File: config.mk
export PLATFORM = sky130hd
export DESIGN_NAME = axi2apb_shim
export DESIGN_NICKNAME = d
export VERILOG_FILES = /design/src/verilog/axi2apb_pkg.sv /design/src/verilog/axi2apb_shim.sv /design/src/verilog/axi2apb_ctrl_fsm.sv /design/src/verilog/apb_master.sv /design/src/verilog/axi2apb_burst_counter.sv
export SDC_FILE = /design/constraint.sdc
export NUM_CORES = 1
export LEC_CHECK = 0
export ABC_CLOCK_PERIOD_IN_PS = 6300
export BUFFER_PORTS_ARGS = -buffer_cell sky130_fd_sc_hd__buf_2
export CAP_MARGIN = 30
export CORE_ASPECT_RATIO = 2
export CORE_MARGIN = 5
export CORE_UTILIZATION = 45
export CTS_CLUSTER_DIAMETER = 200
export DETAILED_ROUTE_END_ITERATION = 7
export HOLD_SLACK_MARGIN = 0.08
export PLACE_DENSITY = 0.83
export SLEW_MARGIN = 20
export SYNTH_ARGS = -nofsm -noshare
export SYNTH_HDL_FRONTEND = slang
export SYNTH_SLANG_ARGS = --single-unit
File: constraint.sdc
create_clock -name aclk -period 6.3 [get_ports aclk]
set_input_delay 1.26 -clock aclk [delete_from_list [all_inputs] [get_ports aclk]]
set_output_delay 1.26 -clock aclk [all_outputs]
set_load 0.05 [all_outputs]
File: src/verilog/axi2apb_pkg.sv
package axi2apb_pkg;

    localparam int ADDR_W = 32;
    localparam int DATA_W = 32;
    localparam int STRB_W = 4;
    localparam int ID_W   = 4;
    localparam int LEN_W  = 8;
    localparam int PROT_W = 3;

    typedef enum logic [1:0] {
        burst_fixed = 2'b00,
        burst_incr  = 2'b01,
        burst_wrap  = 2'b10
    } axi_burst_e;

    typedef enum logic [1:0] {
        resp_okay   = 2'b00,
        resp_slverr = 2'b10
    } axi_resp_e;

    typedef enum logic {
        op_read  = 1'b0,
        op_write = 1'b1
    } apb_op_e;

    typedef enum logic [2:0] {
        st_idle,
        st_w_data,
        st_apb_req,
        st_apb_release,
        st_b_resp,
        st_r_data
    } ctrl_state_e;

    // Shared by AW and AR
    typedef struct packed {
        logic [ID_W-1:0]   id;
        logic [ADDR_W-1:0] addr;
        logic [LEN_W-1:0]  len;
        logic [2:0]        size;
        axi_burst_e        burst;
        logic [PROT_W-1:0] prot;
    } axi_ax_t;

    typedef struct packed {
        logic [DATA_W-1:0] data;
        logic [STRB_W-1:0] strb;
        logic              last;
    } axi_w_t;

    typedef struct packed {
        logic [ID_W-1:0] id;
        axi_resp_e       resp;
    } axi_b_t;

    typedef struct packed {
        logic [ID_W-1:0]   id;
        logic [DATA_W-1:0] data;
        axi_resp_e         resp;
        logic              last;
    } axi_r_t;

    typedef struct packed {
        logic              psel;
        logic              penable;
        logic [ADDR_W-1:0] paddr;
        logic              pwrite;
        logic [DATA_W-1:0] pwdata;
        logic [STRB_W-1:0] pstrb;
        logic [PROT_W-1:0] pprot;
    } apb_req_t;

    typedef struct packed {
        logic [DATA_W-1:0] prdata;
        logic              pready;
        logic              pslverr;
    } apb_rsp_t;

    // One APB transfer as issued by the control FSM
    typedef struct packed {
        apb_op_e           op;
        logic [ADDR_W-1:0] addr;
        logic [DATA_W-1:0] wdata;
        logic [STRB_W-1:0] strb;
        logic [PROT_W-1:0] prot;
    } apb_cmd_t;

    typedef struct packed {
        logic [DATA_W-1:0] rdata;
        logic              slverr;
    } apb_result_t;

endpackage
File: src/verilog/axi2apb_shim.sv
`timescale 1ns/1ps

module axi2apb_shim
    import axi2apb_pkg::*;
(
    input  logic     aclk,
    input  logic     aresetn,

    input  axi_ax_t  i_aw,
    input  logic     i_aw_valid,
    output logic     o_aw_ready,

    input  axi_w_t   i_w,
    input  logic     i_w_valid,
    output logic     o_w_ready,

    output axi_b_t   o_b,
    output logic     o_b_valid,
    input  logic     i_b_ready,

    input  axi_ax_t  i_ar,
    input  logic     i_ar_valid,
    output logic     o_ar_ready,

    output axi_r_t   o_r,
    output logic     o_r_valid,
    input  logic     i_r_ready,

    output apb_req_t o_apb,
    input  apb_rsp_t i_apb
);

    logic              cnt_load;
    axi_ax_t           cnt_ax;
    logic              cnt_step;
    logic [ADDR_W-1:0] beat_addr;
    logic              beat_last;

    logic              cmd_req;
    apb_cmd_t          cmd;
    logic              cmd_ack;
    apb_result_t       result;

    axi2apb_ctrl_fsm u_ctrl_fsm (
        .aclk        (aclk),
        .aresetn     (aresetn),
        .i_aw        (i_aw),
        .i_aw_valid  (i_aw_valid),
        .o_aw_ready  (o_aw_ready),
        .i_w         (i_w),
        .i_w_valid   (i_w_valid),
        .o_w_ready   (o_w_ready),
        .o_b         (o_b),
        .o_b_valid   (o_b_valid),
        .i_b_ready   (i_b_ready),
        .i_ar        (i_ar),
        .i_ar_valid  (i_ar_valid),
        .o_ar_ready  (o_ar_ready),
        .o_r         (o_r),
        .o_r_valid   (o_r_valid),
        .i_r_ready   (i_r_ready),
        .o_cnt_load  (cnt_load),
        .o_cnt_ax    (cnt_ax),
        .o_cnt_step  (cnt_step),
        .i_beat_addr (beat_addr),
        .i_beat_last (beat_last),
        .o_cmd_req   (cmd_req),
        .o_cmd       (cmd),
        .i_cmd_ack   (cmd_ack),
        .i_result    (result)
    );

    axi2apb_burst_counter u_burst_counter (
        .aclk    (aclk),
        .aresetn (aresetn),
        .i_load  (cnt_load),
        .i_ax    (cnt_ax),
        .i_step  (cnt_step),
        .o_addr  (beat_addr),
        .o_last  (beat_last)
    );

    apb_master u_apb_master (
        .aclk      (aclk),
        .aresetn   (aresetn),
        .i_cmd_req (cmd_req),
        .i_cmd     (cmd),
        .o_cmd_ack (cmd_ack),
        .o_result  (result),
        .o_apb     (o_apb),
        .i_apb     (i_apb)
    );

endmodule

File: src/verilog/axi2apb_ctrl_fsm.sv
`timescale 1ns/1ps

module axi2apb_ctrl_fsm
    import axi2apb_pkg::*;
(
    input  logic              aclk,
    input  logic              aresetn,

    input  axi_ax_t           i_aw,
    input  logic              i_aw_valid,
    output logic              o_aw_ready,
    input  axi_w_t            i_w,
    input  logic              i_w_valid,
    output logic              o_w_ready,
    output axi_b_t            o_b,
    output logic              o_b_valid,
    input  logic              i_b_ready,
    input  axi_ax_t           i_ar,
    input  logic              i_ar_valid,
    output logic              o_ar_ready,
    output axi_r_t            o_r,
    output logic              o_r_valid,
    input  logic              i_r_ready,

    output logic              o_cnt_load,
    output axi_ax_t           o_cnt_ax,
    output logic              o_cnt_step,
    input  logic [ADDR_W-1:0] i_beat_addr,
    input  logic              i_beat_last,

    output logic              o_cmd_req,
    output apb_cmd_t          o_cmd,
    input  logic              i_cmd_ack,
    input  apb_result_t       i_result
);

    ctrl_state_e       state;
    ctrl_state_e       state_nxt;
    logic              is_write;
    logic              err_q;
    logic [ID_W-1:0]   id_q;
    logic [PROT_W-1:0] prot_q;
    logic [DATA_W-1:0] wdata_q;
    logic [STRB_W-1:0] wstrb_q;
    logic              aw_hs;
    logic              ar_hs;
    logic              w_hs;
    logic              b_hs;
    logic              r_hs;

    // Write wins when both address channels wait in idle
    assign o_aw_ready = (state == st_idle) && i_aw_valid;
    assign o_ar_ready = (state == st_idle) && i_ar_valid && !i_aw_valid;
    assign o_w_ready  = (state == st_w_data);
    assign o_b_valid  = (state == st_b_resp);
    assign o_r_valid  = (state == st_r_data);
    assign o_cmd_req  = (state == st_apb_req);

    assign aw_hs = i_aw_valid && o_aw_ready;
    assign ar_hs = i_ar_valid && o_ar_ready;
    assign w_hs  = i_w_valid && o_w_ready;
    assign b_hs  = o_b_valid && i_b_ready;
    assign r_hs  = o_r_valid && i_r_ready;

    assign o_cnt_load = aw_hs || ar_hs;
    assign o_cnt_ax   = aw_hs ? i_aw : i_ar;
    // Only non-final write beats pass through release
    assign o_cnt_step = ((state == st_apb_release) && !i_cmd_ack) || (r_hs && !i_beat_last);

    always_comb begin
        state_nxt = state;
        case (state)
            st_idle: begin
                if (aw_hs) begin
                    state_nxt = st_w_data;
                end else if (ar_hs) begin
                    state_nxt = st_apb_req;
                end
            end
            st_w_data: begin
                if (w_hs) begin
                    state_nxt = st_apb_req;
                end
            end
            st_apb_req: begin
                if (i_cmd_ack) begin
                    if (!is_write) begin
                        state_nxt = st_r_data;
                    end else if (i_beat_last) begin
                        state_nxt = st_b_resp;
                    end else begin
                        state_nxt = st_apb_release;
                    end
                end
            end
            st_apb_release: begin
                if (!i_cmd_ack) begin
                    state_nxt = st_w_data;
                end
            end
            st_b_resp: begin
                if (b_hs) begin
                    state_nxt = st_idle;
                end
            end
            st_r_data: begin
                if (r_hs) begin
                    state_nxt = i_beat_last ? st_idle : st_apb_req;
                end
            end
            default: state_nxt = st_idle;
        endcase
    end

    always_ff @(posedge aclk or negedge aresetn) begin
        if (!aresetn) begin
            state    <= st_idle;
            is_write <= 1'b0;
            err_q    <= 1'b0;
        end else begin
            state <= state_nxt;
            if (o_cnt_load) begin
                is_write <= aw_hs;
                err_q    <= 1'b0;
            end else if ((state == st_apb_req) && i_cmd_ack && is_write) begin
                // Any failing beat fails the whole write burst
                err_q <= err_q | i_result.slverr;
            end
        end
    end

    always_ff @(posedge aclk) begin
        if (o_cnt_load) begin
            id_q   <= o_cnt_ax.id;
            prot_q <= o_cnt_ax.prot;
        end
        if (w_hs) begin
            wdata_q <= i_w.data;
            wstrb_q <= i_w.strb;
        end
    end

    always_comb begin
        o_cmd.op    = is_write ? op_write : op_read;
        o_cmd.addr  = i_beat_addr;
        o_cmd.wdata = wdata_q;
        o_cmd.strb  = wstrb_q;
        o_cmd.prot  = prot_q;
    end

    assign o_b.id   = id_q;
    assign o_b.resp = err_q ? resp_slverr : resp_okay;

    // Master holds its result until the next transfer starts
    assign o_r.id   = id_q;
    assign o_r.data = i_result.rdata;
    assign o_r.resp = i_result.slverr ? resp_slverr : resp_okay;
    assign o_r.last = i_beat_last;

endmodule

File: src/verilog/apb_master.sv
`timescale 1ns/1ps

module apb_master
    import axi2apb_pkg::*;
(
    input  logic        aclk,
    input  logic        aresetn,
    input  logic        i_cmd_req,
    input  apb_cmd_t    i_cmd,
    output logic        o_cmd_ack,
    output apb_result_t o_result,
    output apb_req_t    o_apb,
    input  apb_rsp_t    i_apb
);

    logic              psel_q;
    logic              penable_q;
    logic              ack_q;
    logic [ADDR_W-1:0] paddr_q;
    logic              pwrite_q;
    logic [DATA_W-1:0] pwdata_q;
    logic [STRB_W-1:0] pstrb_q;
    logic [PROT_W-1:0] pprot_q;
    apb_result_t       result_q;
    logic              start;
    logic              done;

    // New transfer only once the previous ack has been released
    assign start = i_cmd_req && !ack_q && !psel_q;
    assign done  = psel_q && penable_q && i_apb.pready;

    always_ff @(posedge aclk or negedge aresetn) begin
        if (!aresetn) begin
            psel_q    <= 1'b0;
            penable_q <= 1'b0;
            ack_q     <= 1'b0;
        end else begin
            if (start) begin
                psel_q <= 1'b1;
            end else if (done) begin
                psel_q <= 1'b0;
            end
            // Setup lasts exactly one cycle
            if (psel_q && !penable_q) begin
                penable_q <= 1'b1;
            end else if (done) begin
                penable_q <= 1'b0;
            end
            if (done) begin
                ack_q <= 1'b1;
            end else if (!i_cmd_req) begin
                ack_q <= 1'b0;
            end
        end
    end

    always_ff @(posedge aclk) begin
        if (start) begin
            paddr_q  <= i_cmd.addr;
            pwrite_q <= (i_cmd.op == op_write);
            pwdata_q <= (i_cmd.op == op_write) ? i_cmd.wdata : '0;
            pstrb_q  <= (i_cmd.op == op_write) ? i_cmd.strb : '0;
            pprot_q  <= i_cmd.prot;
        end
        if (done) begin
            result_q.rdata  <= i_apb.prdata;
            result_q.slverr <= i_apb.pslverr;
        end
    end

    always_comb begin
        o_apb.psel    = psel_q;
        o_apb.penable = penable_q;
        o_apb.paddr   = paddr_q;
        o_apb.pwrite  = pwrite_q;
        o_apb.pwdata  = pwdata_q;
        o_apb.pstrb   = pstrb_q;
        o_apb.pprot   = pprot_q;
    end

    assign o_cmd_ack = ack_q;
    assign o_result  = result_q;

endmodule

File: src/verilog/axi2apb_burst_counter.sv
`timescale 1ns/1ps

module axi2apb_burst_counter
    import axi2apb_pkg::*;
(
    input  logic              aclk,
    input  logic              aresetn,
    input  logic              i_load,
    input  axi_ax_t           i_ax,
    input  logic              i_step,
    output logic [ADDR_W-1:0] o_addr,
    output logic              o_last
);

    logic [LEN_W-1:0]  remain_q;
    logic [ADDR_W-1:0] addr_q;
    logic [2:0]        size_q;
    axi_burst_e        burst_q;
    logic [ADDR_W-1:0] bytes;
    logic [ADDR_W-1:0] addr_nxt;

    assign bytes = ADDR_W'(1) << size_q;

    // WRAP is handled like INCR; later beats land on size boundaries
    always_comb begin
        if (burst_q == burst_fixed) begin
            addr_nxt = addr_q;
        end else begin
            addr_nxt = (addr_q & ~(bytes - ADDR_W'(1))) + bytes;
        end
    end

    always_ff @(posedge aclk or negedge aresetn) begin
        if (!aresetn) begin
            remain_q <= '0;
        end else if (i_load) begin
            remain_q <= i_ax.len;
        end else if (i_step && (remain_q != '0)) begin
            remain_q <= remain_q - LEN_W'(1);
        end
    end

    always_ff @(posedge aclk) begin
        if (i_load) begin
            addr_q  <= i_ax.addr;
            size_q  <= i_ax.size;
            burst_q <= i_ax.burst;
        end else if (i_step) begin
            addr_q <= addr_nxt;
        end
    end

    assign o_addr = addr_q;
    assign o_last = (remain_q == '0);

endmodule

; ---- Yosys cells after proc, flatten, opt, wreduce, memory -nomap -nowiden
; Cells that the tools add are included.
; W data, S select, Z words.
[op_classes]
add_sub_neg = 3
multipliers = 0
n_div = 0
magnitude_cmp = 0
n_eq_ne = 13
shifts = 1
muxes = 27
n_bitwise = 3
n_reduce_logical = 36
[op_table]
columns = op, n
row1 = $mux W32, 3
row2 = $mux W52, 1
row3 = $add A32 B32 Y32, 1
row4 = $and A32 B32 Y32, 1
row5 = $not A32 Y32, 1
row6 = $shl A1 B3 Y32 const A, 1
row7 = $sub A32 B1 Y32 const B, 1
row8 = $mux W3, 9
row9 = $logic_and A1 B1 Y1, 18
row10 = $pmux W3 S6, 1
row11 = $mux W8, 2
row12 = $ne A2 B2 Y1 const B, 7
row13 = $reduce_bool A2 Y1, 5
row14 = $logic_not A8 Y1, 1
row15 = $mux W1, 8
row16 = $reduce_bool A8 Y1, 1
row17 = $sub A8 B1 Y8 const B, 1
row18 = $eq A3 B2 Y1 const B, 2
row19 = $eq A3 B3 Y1 const B, 2
row20 = $mux W2, 3
row21 = $reduce_and A6 Y1, 1
row22 = $logic_not A1 Y1, 5
row23 = $eq A3 B1 Y1 const B, 1
row24 = $logic_not A3 Y1, 1
row25 = other kinds (5), 6
[totals]
register_bits = 201
latch_bits = 0
ramBits = 0
romBits = 0
in_bits = 182
output_inout_bits = 124
elab_cells = 104
memories = 0

; ---- Depth between registers and ports, before layout
[logic_depth]
depth_word = 8
ltp_mapped = 13
mapped_depth_nobuf = 10

; ---- Cells and area by module
; A second synthesis with hierarchy kept.
[unflattened]
hier_cells = 770
hier_area_um2 = 10261.1
[modules_own_cells]
columns = module, n_inst, cells_per_inst, area_per_inst_um2, seq_area_each_um2
row1 = apb_master, 1, 157, 3580.9, 3228.1
row2 = axi2apb_burst_counter, 1, 393, 3553.4, 1311.3
row3 = axi2apb_ctrl_fsm, 1, 220, 3126.7, 1416.4

; ---- Worst setup path after synthesis
; No wires, ideal clock.
[synth_timing]
path_kind = register to register
startpoint = reg u_ctrl_fsm.state[0]
endpoint = reg u_apb_master.paddr_q[0], enable pin
t_arrival_ps = 5642
t_required_ps = 5709
setup_slack_ps = 67
stages_incl_launch_ff = 5
period_less_slack_ps = 6233
cell_sequence = dfrtp_1 -> buf_2 -> inv_1 -> nand3_1 -> nor3_1
[synth_via]
elab_chain_len = 3
[synth_rtl]
columns = item, line
row1 = from (decl), axi2apb_ctrl_fsm.sv:37  ; ctrl_state_e state;
row2 = from (signal assigned), axi2apb_ctrl_fsm.sv:117  ; state <= st_idle;
row3 = from (signal assigned), axi2apb_ctrl_fsm.sv:121  ; state <= state_nxt;
row4 = $eq A3 B2 Y1, axi2apb_ctrl_fsm.sv:57  ; assign o_cmd_req = (state == st_apb_req);
row5 = $logic_and A1 B1 Y1 (2 in a row), apb_master.sv:29  ; assign start = i_cmd_req && !ack_q && !psel_q;
row6 = named net u_apb_master.start, apb_master.sv:25  ; logic start;
row7 = to (signal assigned), apb_master.sv:59  ; paddr_q <= i_cmd.addr;
row8 = to (decl), apb_master.sv:19  ; logic [ADDR_W-1:0] paddr_q;
; The timed path passes the listed nets, and every way through them passes these cells.
; A chain may end at the register's enable or synchronous reset.

; ---- Final worst setup path
[layout_timing]
startpoint = in i_aw_valid
endpoint = out o_ar_ready
[layout_via]
elab_chain_len = 2
[layout_rtl]
columns = item, line
row1 = from (decl), axi2apb_shim.sv:10  ; input logic i_aw_valid,
row2 = $logic_not A1 Y1, axi2apb_ctrl_fsm.sv:53  ; assign o_ar_ready = (state == st_idle) && i_ar_valid && !i_aw_valid;
row3 = $logic_and A1 B1 Y1, axi2apb_ctrl_fsm.sv:53
row4 = to (decl), axi2apb_shim.sv:23  ; output logic o_ar_ready,
; Every way passes these cells.

==> impl_metrics.py <==
metrics = {
    "synthesis": {
        "yosys_warns": 0,
        "netlist_instances": 678,
        "netlist-cell-type-count": 64,
        "synth-async-reset-ratio_pct": 7.96,
        "postSynthRegisterBits": 201,
        "synth-edff-count": 185,
        "synth-main-ff-cell": "edfxtp_1",
        "synth_top_cell_by_area": "edfxtp_1",
        "synth.top_cells.by_area": "edfxtp_1, dfrtp_1, nand2_1",
        "post_synth.cell_area_avg_um2": 12.9,
        "post-synth-top-area-fraction_pct": 63.6,
        "mappedNetlistArea_mm2": 0.00873,
        "seq_area_frac_synth_pct": 68.2,
    },
    "cells_and_area": {
        "area_delta_synth_final_pct": 26.7,
        "layoutNonFillerInstCount": 1244,
        "layout_commonest_cell": "buf_2",
        "fill_cells": 1639,
        "finish.instance_area_mm2": 0.0111,
        "design.final.nets": 1155,
        "layout-drive-gt1-share_pct": 36.2,
        "layout_common_cells": "buf_2, edfxtp_1, nand2_1, and2_1, nor2_1",
    },
    "timing": {
        "worst_hold_slack_ns": 0.422,
        "finalCritPeriodShare_pct": 65.8,
        "unrepaired_setup_endpoints_after_global_routing": "false",
        "finalClockSkew_ns": 0.0107,
        "minimum_clock_period_ns": 4.15,
        "fin_tns_setup_ns": 0,
        "hold_viol_final": 0,
        "maxSlewViolCount": 0,
        "final-setup-viol-count": 0,
        "max_clock_freq_mhz": 241,
        "worst-slew-pin-transition_ns": 0.906,
        "relSlewSlack_pct": 39.6,
        "postLayoutSetupSlackWorst_ns": 2.15,
    },
    "clock_tree": {
        "post_cts_setup_repair_bufs": 0,
        "cts-root-buf": "clkbuf_16",
        "clkSinkCount": 201,
        "tritoncts": "yes",
        "worst_setup_hold_path_clk_slew_ns": 0.07,
        "cts_buffers": 18,
        "h_tree_levels": 1,
        "clockBufferDepth": 3,
        "clock_latency_ns": 0.49,
        "post_cts_hold_buffer_count": 0,
        "post_cts.resized_instances": 0,
    },
    "pwr": {
        "power.ir.vdd_worst_mv": 0.306,
        "power.static_leakage_nw": 4.52,
        "cellPowerDensity_mw_per_mm2": 507,
        "intPower_mw": 3.33,
        "power.share.clock_pct": 19.8,
        "sequential_power_share_pct": 42.3,
        "power.share.switching_pct": 40.7,
        "comb_power_share_pct": 37.9,
        "switchingPower_mw": 2.28,
    },
    "detailed_routing": {
        "number_of_detailed_route_iterations_in_the_first_pass": 5,
        "drt_first_iter_violations": 381,
        "drt-vias-per-instance": 5.20,
        "route.antenna.remaining_nets": 0,
        "drc": 0,
        "wire_per_inst_um": 18.1,
        "routed_wirelength_mm": 22.5,
        "num_vias": 6472,
    },
    "global_routing": {
        "groute.usage.overall_pct": 19.3,
        "grt-busiest-layer": "met2",
        "first_pass_grt_wire_length_mm": 33.9,
        "grt.met2_usage_pct": 36.4,
        "use_met3_pct": 2.46,
        "initial_antenna_violation_count": 5,
        "maximum_number_of_pins_on_one_net_before_global_route_repair": 69,
        "globalRouteMet1Util_pct": 20.6,
        "grt_pass1_vias": 6571,
        "grt_overflow_total": 0,
    },
    "die": {
        "pin_count": 306,
        "floorplan.initialDensity_pct": 45.3,
        "num_rows": 72,
        "design.core.area_mm2": 0.0193,
        "die_height_um": 207,
        "die_area_mm2": 0.0225,
        "die_w_um": 109,
    },
    "worst_hold_path": {
        "worstHoldEndpoint": "u_apb_master.pprot_q[2]$_DFFE_PP_",
        "worst_hold_path_type": "register to register",
        "worstHoldPathCells": 0,
        "min_from": "u_ctrl_fsm.prot_q[2]$_DFFE_PN_",
    },
    "setup_path": {
        "cp.arrival_ns": 2.89,
        "worst-endpoint-required_ns": 5.04,
        "r2r_start": "u_burst_counter.size_q[1]$_DFFE_PN_",
        "startpoint_type": "primary input",
        "critPathMaxFanout": 23,
        "path_class": "primary input to primary output",
        "endpoint_kind": "primary output",
        "ff2ff_setup_slack_ns": 2.83,
        "r2r_end": "u_burst_counter.o_addr[19]$_DFFE_PP_",
        "worstRegToRegCells": 10,
    },
    "run_status": {
        "status": "finished clean",
    },
    "place": {
        "placed_cells": 1207,
        "detailedPlace.worstSlack_ns": 2.15,
        "numPortBuffers": 302,
        "globalplace.congestion": 0.763,
        "placed_cell_areas_mm2": 0.0105,
        "detailedPlacementHpwl_mm": 16.7,
    },
    "run": {
        "maxCapViolCount": 0,
    },
}
## layer usage
metal	routed length, um	part of all wire, %
met1	7930	35
met2	12100	54
met3	1460	6.5
met4	934	4.2
met5	12	0.053
## registers in the layout (all words and copies together) (netlist names)
register and flops:
u_apb_master.o_cmd_ack 1, u_apb_master.o_result 33, u_apb_master.paddr_q 32, u_apb_master.penable_q 1, u_apb_master.pprot_q 3, u_apb_master.psel_q 1, u_apb_master.pstrb_q 4, u_apb_master.pwdata_q 32
u_apb_master.pwrite_q 1, u_burst_counter.burst_q 2, u_burst_counter.o_addr 32, u_burst_counter.remain_q 8, u_burst_counter.size_q 3, u_ctrl_fsm.err_q 1, u_ctrl_fsm.id_q 4, u_ctrl_fsm.is_write 1
u_ctrl_fsm.prot_q 3, u_ctrl_fsm.state 3, u_ctrl_fsm.wdata_q 32, u_ctrl_fsm.wstrb_q 4
## worst max path at each step
stage                               startpoint                           endpoint  slack (ns)  cells past startpoint
2_1_floorplan  u_ctrl_fsm.state[0]$_DFFE_PN0P_  u_apb_master.paddr_q[0]$_DFFE_PP_        0.07                      4
3_3_place_gp                        i_aw_valid                         o_ar_ready        2.10                      6
3_5_place_dp                        i_aw_valid                         o_ar_ready        2.15                      6
4_1_cts                             i_aw_valid                         o_ar_ready        2.15                      6
5_1_grt                             i_aw_valid                         o_ar_ready        2.06                      6
6_report                            i_aw_valid                         o_ar_ready        2.15                      6
## power by group through the flow
stage / logic [mW] / clock network [mW] / registers, mW
after floorplan: 1.12 / 0 / 2.85
after detailed placement: 2.15 / 0 / 2.40
after global routing: 2.30 / 1.19 / 2.43
after CTS: 2.15 / 1.14 / 2.37
after global placement: 2.06 / 0 / 2.38
final: 2.13 / 1.11 / 2.37
## per-stage QoR
stage          utilization [%]  total power [mW]
6_report                  57.4              5.61
5_1_grt                   57.4              5.92
4_1_cts                   57.3              5.67
3_5_place_dp              54.2              4.55
3_3_place_gp              54.1              4.44
2_1_floorplan                -              3.97
## synthesized netlist by cell type, drive strengths merged, types with 2 or more instances
cell	count
edfxtp	185
nand2	102
and2	39
nor2	35
o21ai	30
and3	26
clkbuf	23
a21oi	22
buf	19
xor2	18
dfrtp	16
a31oi	14
inv	12
nand3	11
a22oi	9
nand2b	9
o211ai	8
o22ai	8
o311ai	7
or3	7
xnor2	7
nor3	6
o31ai	6
ha	5
mux2i	5
a21boi	4
nor2b	4
a211oi	3
and3b	3
nor4	3
o2111ai	3
or4	3
clkinv	2
nand3b	2
nand4	2
o21a	2
or3b	2
## cells by family (layout without fill, tap and decap cells)
group                    Yosys count  count (layout)  synth area share, %
flip-flops                       201             201                 68.2
multiplexers                       6               6                0.702
AO/OA/AOI/OAI                    127             127                 10.0
AND/OR/NAND/NOR                  257             257                 14.6
other                              1               7               0.0429
adder cells (fa/ha/maj)            5               5                0.716
buffers and inverters             56             357                 3.19
XOR/XNOR                          25              25                 2.51
## final cells by class
| cell class | instances | area (um^2) | area share [%] |
|---|---|---|---|
| Antenna cell | 5 | 12.5 | 0.113 |
| Clock buffer | 24 | 494 | 4.47 |
| Clock inverter | 8 | 101 | 0.916 |
| Inverter | 14 | 52.6 | 0.475 |
| Multi-Input combinational cell | 422 | 2520 | 22.8 |
| Sequential cell | 201 | 5960 | 53.8 |
| Tap cell | 259 | 324 | 2.93 |
| Timing Repair Buffer | 311 | 1600 | 14.5 |
## critical path, stage by stage
cell	delay, ns
buf_2	0.13
nor2_1	0.06
nand3_1	0.09
buf_4	0.29
clkinv_1	0.59
buf_2	0.43
(Power assumes the default switching activity.)
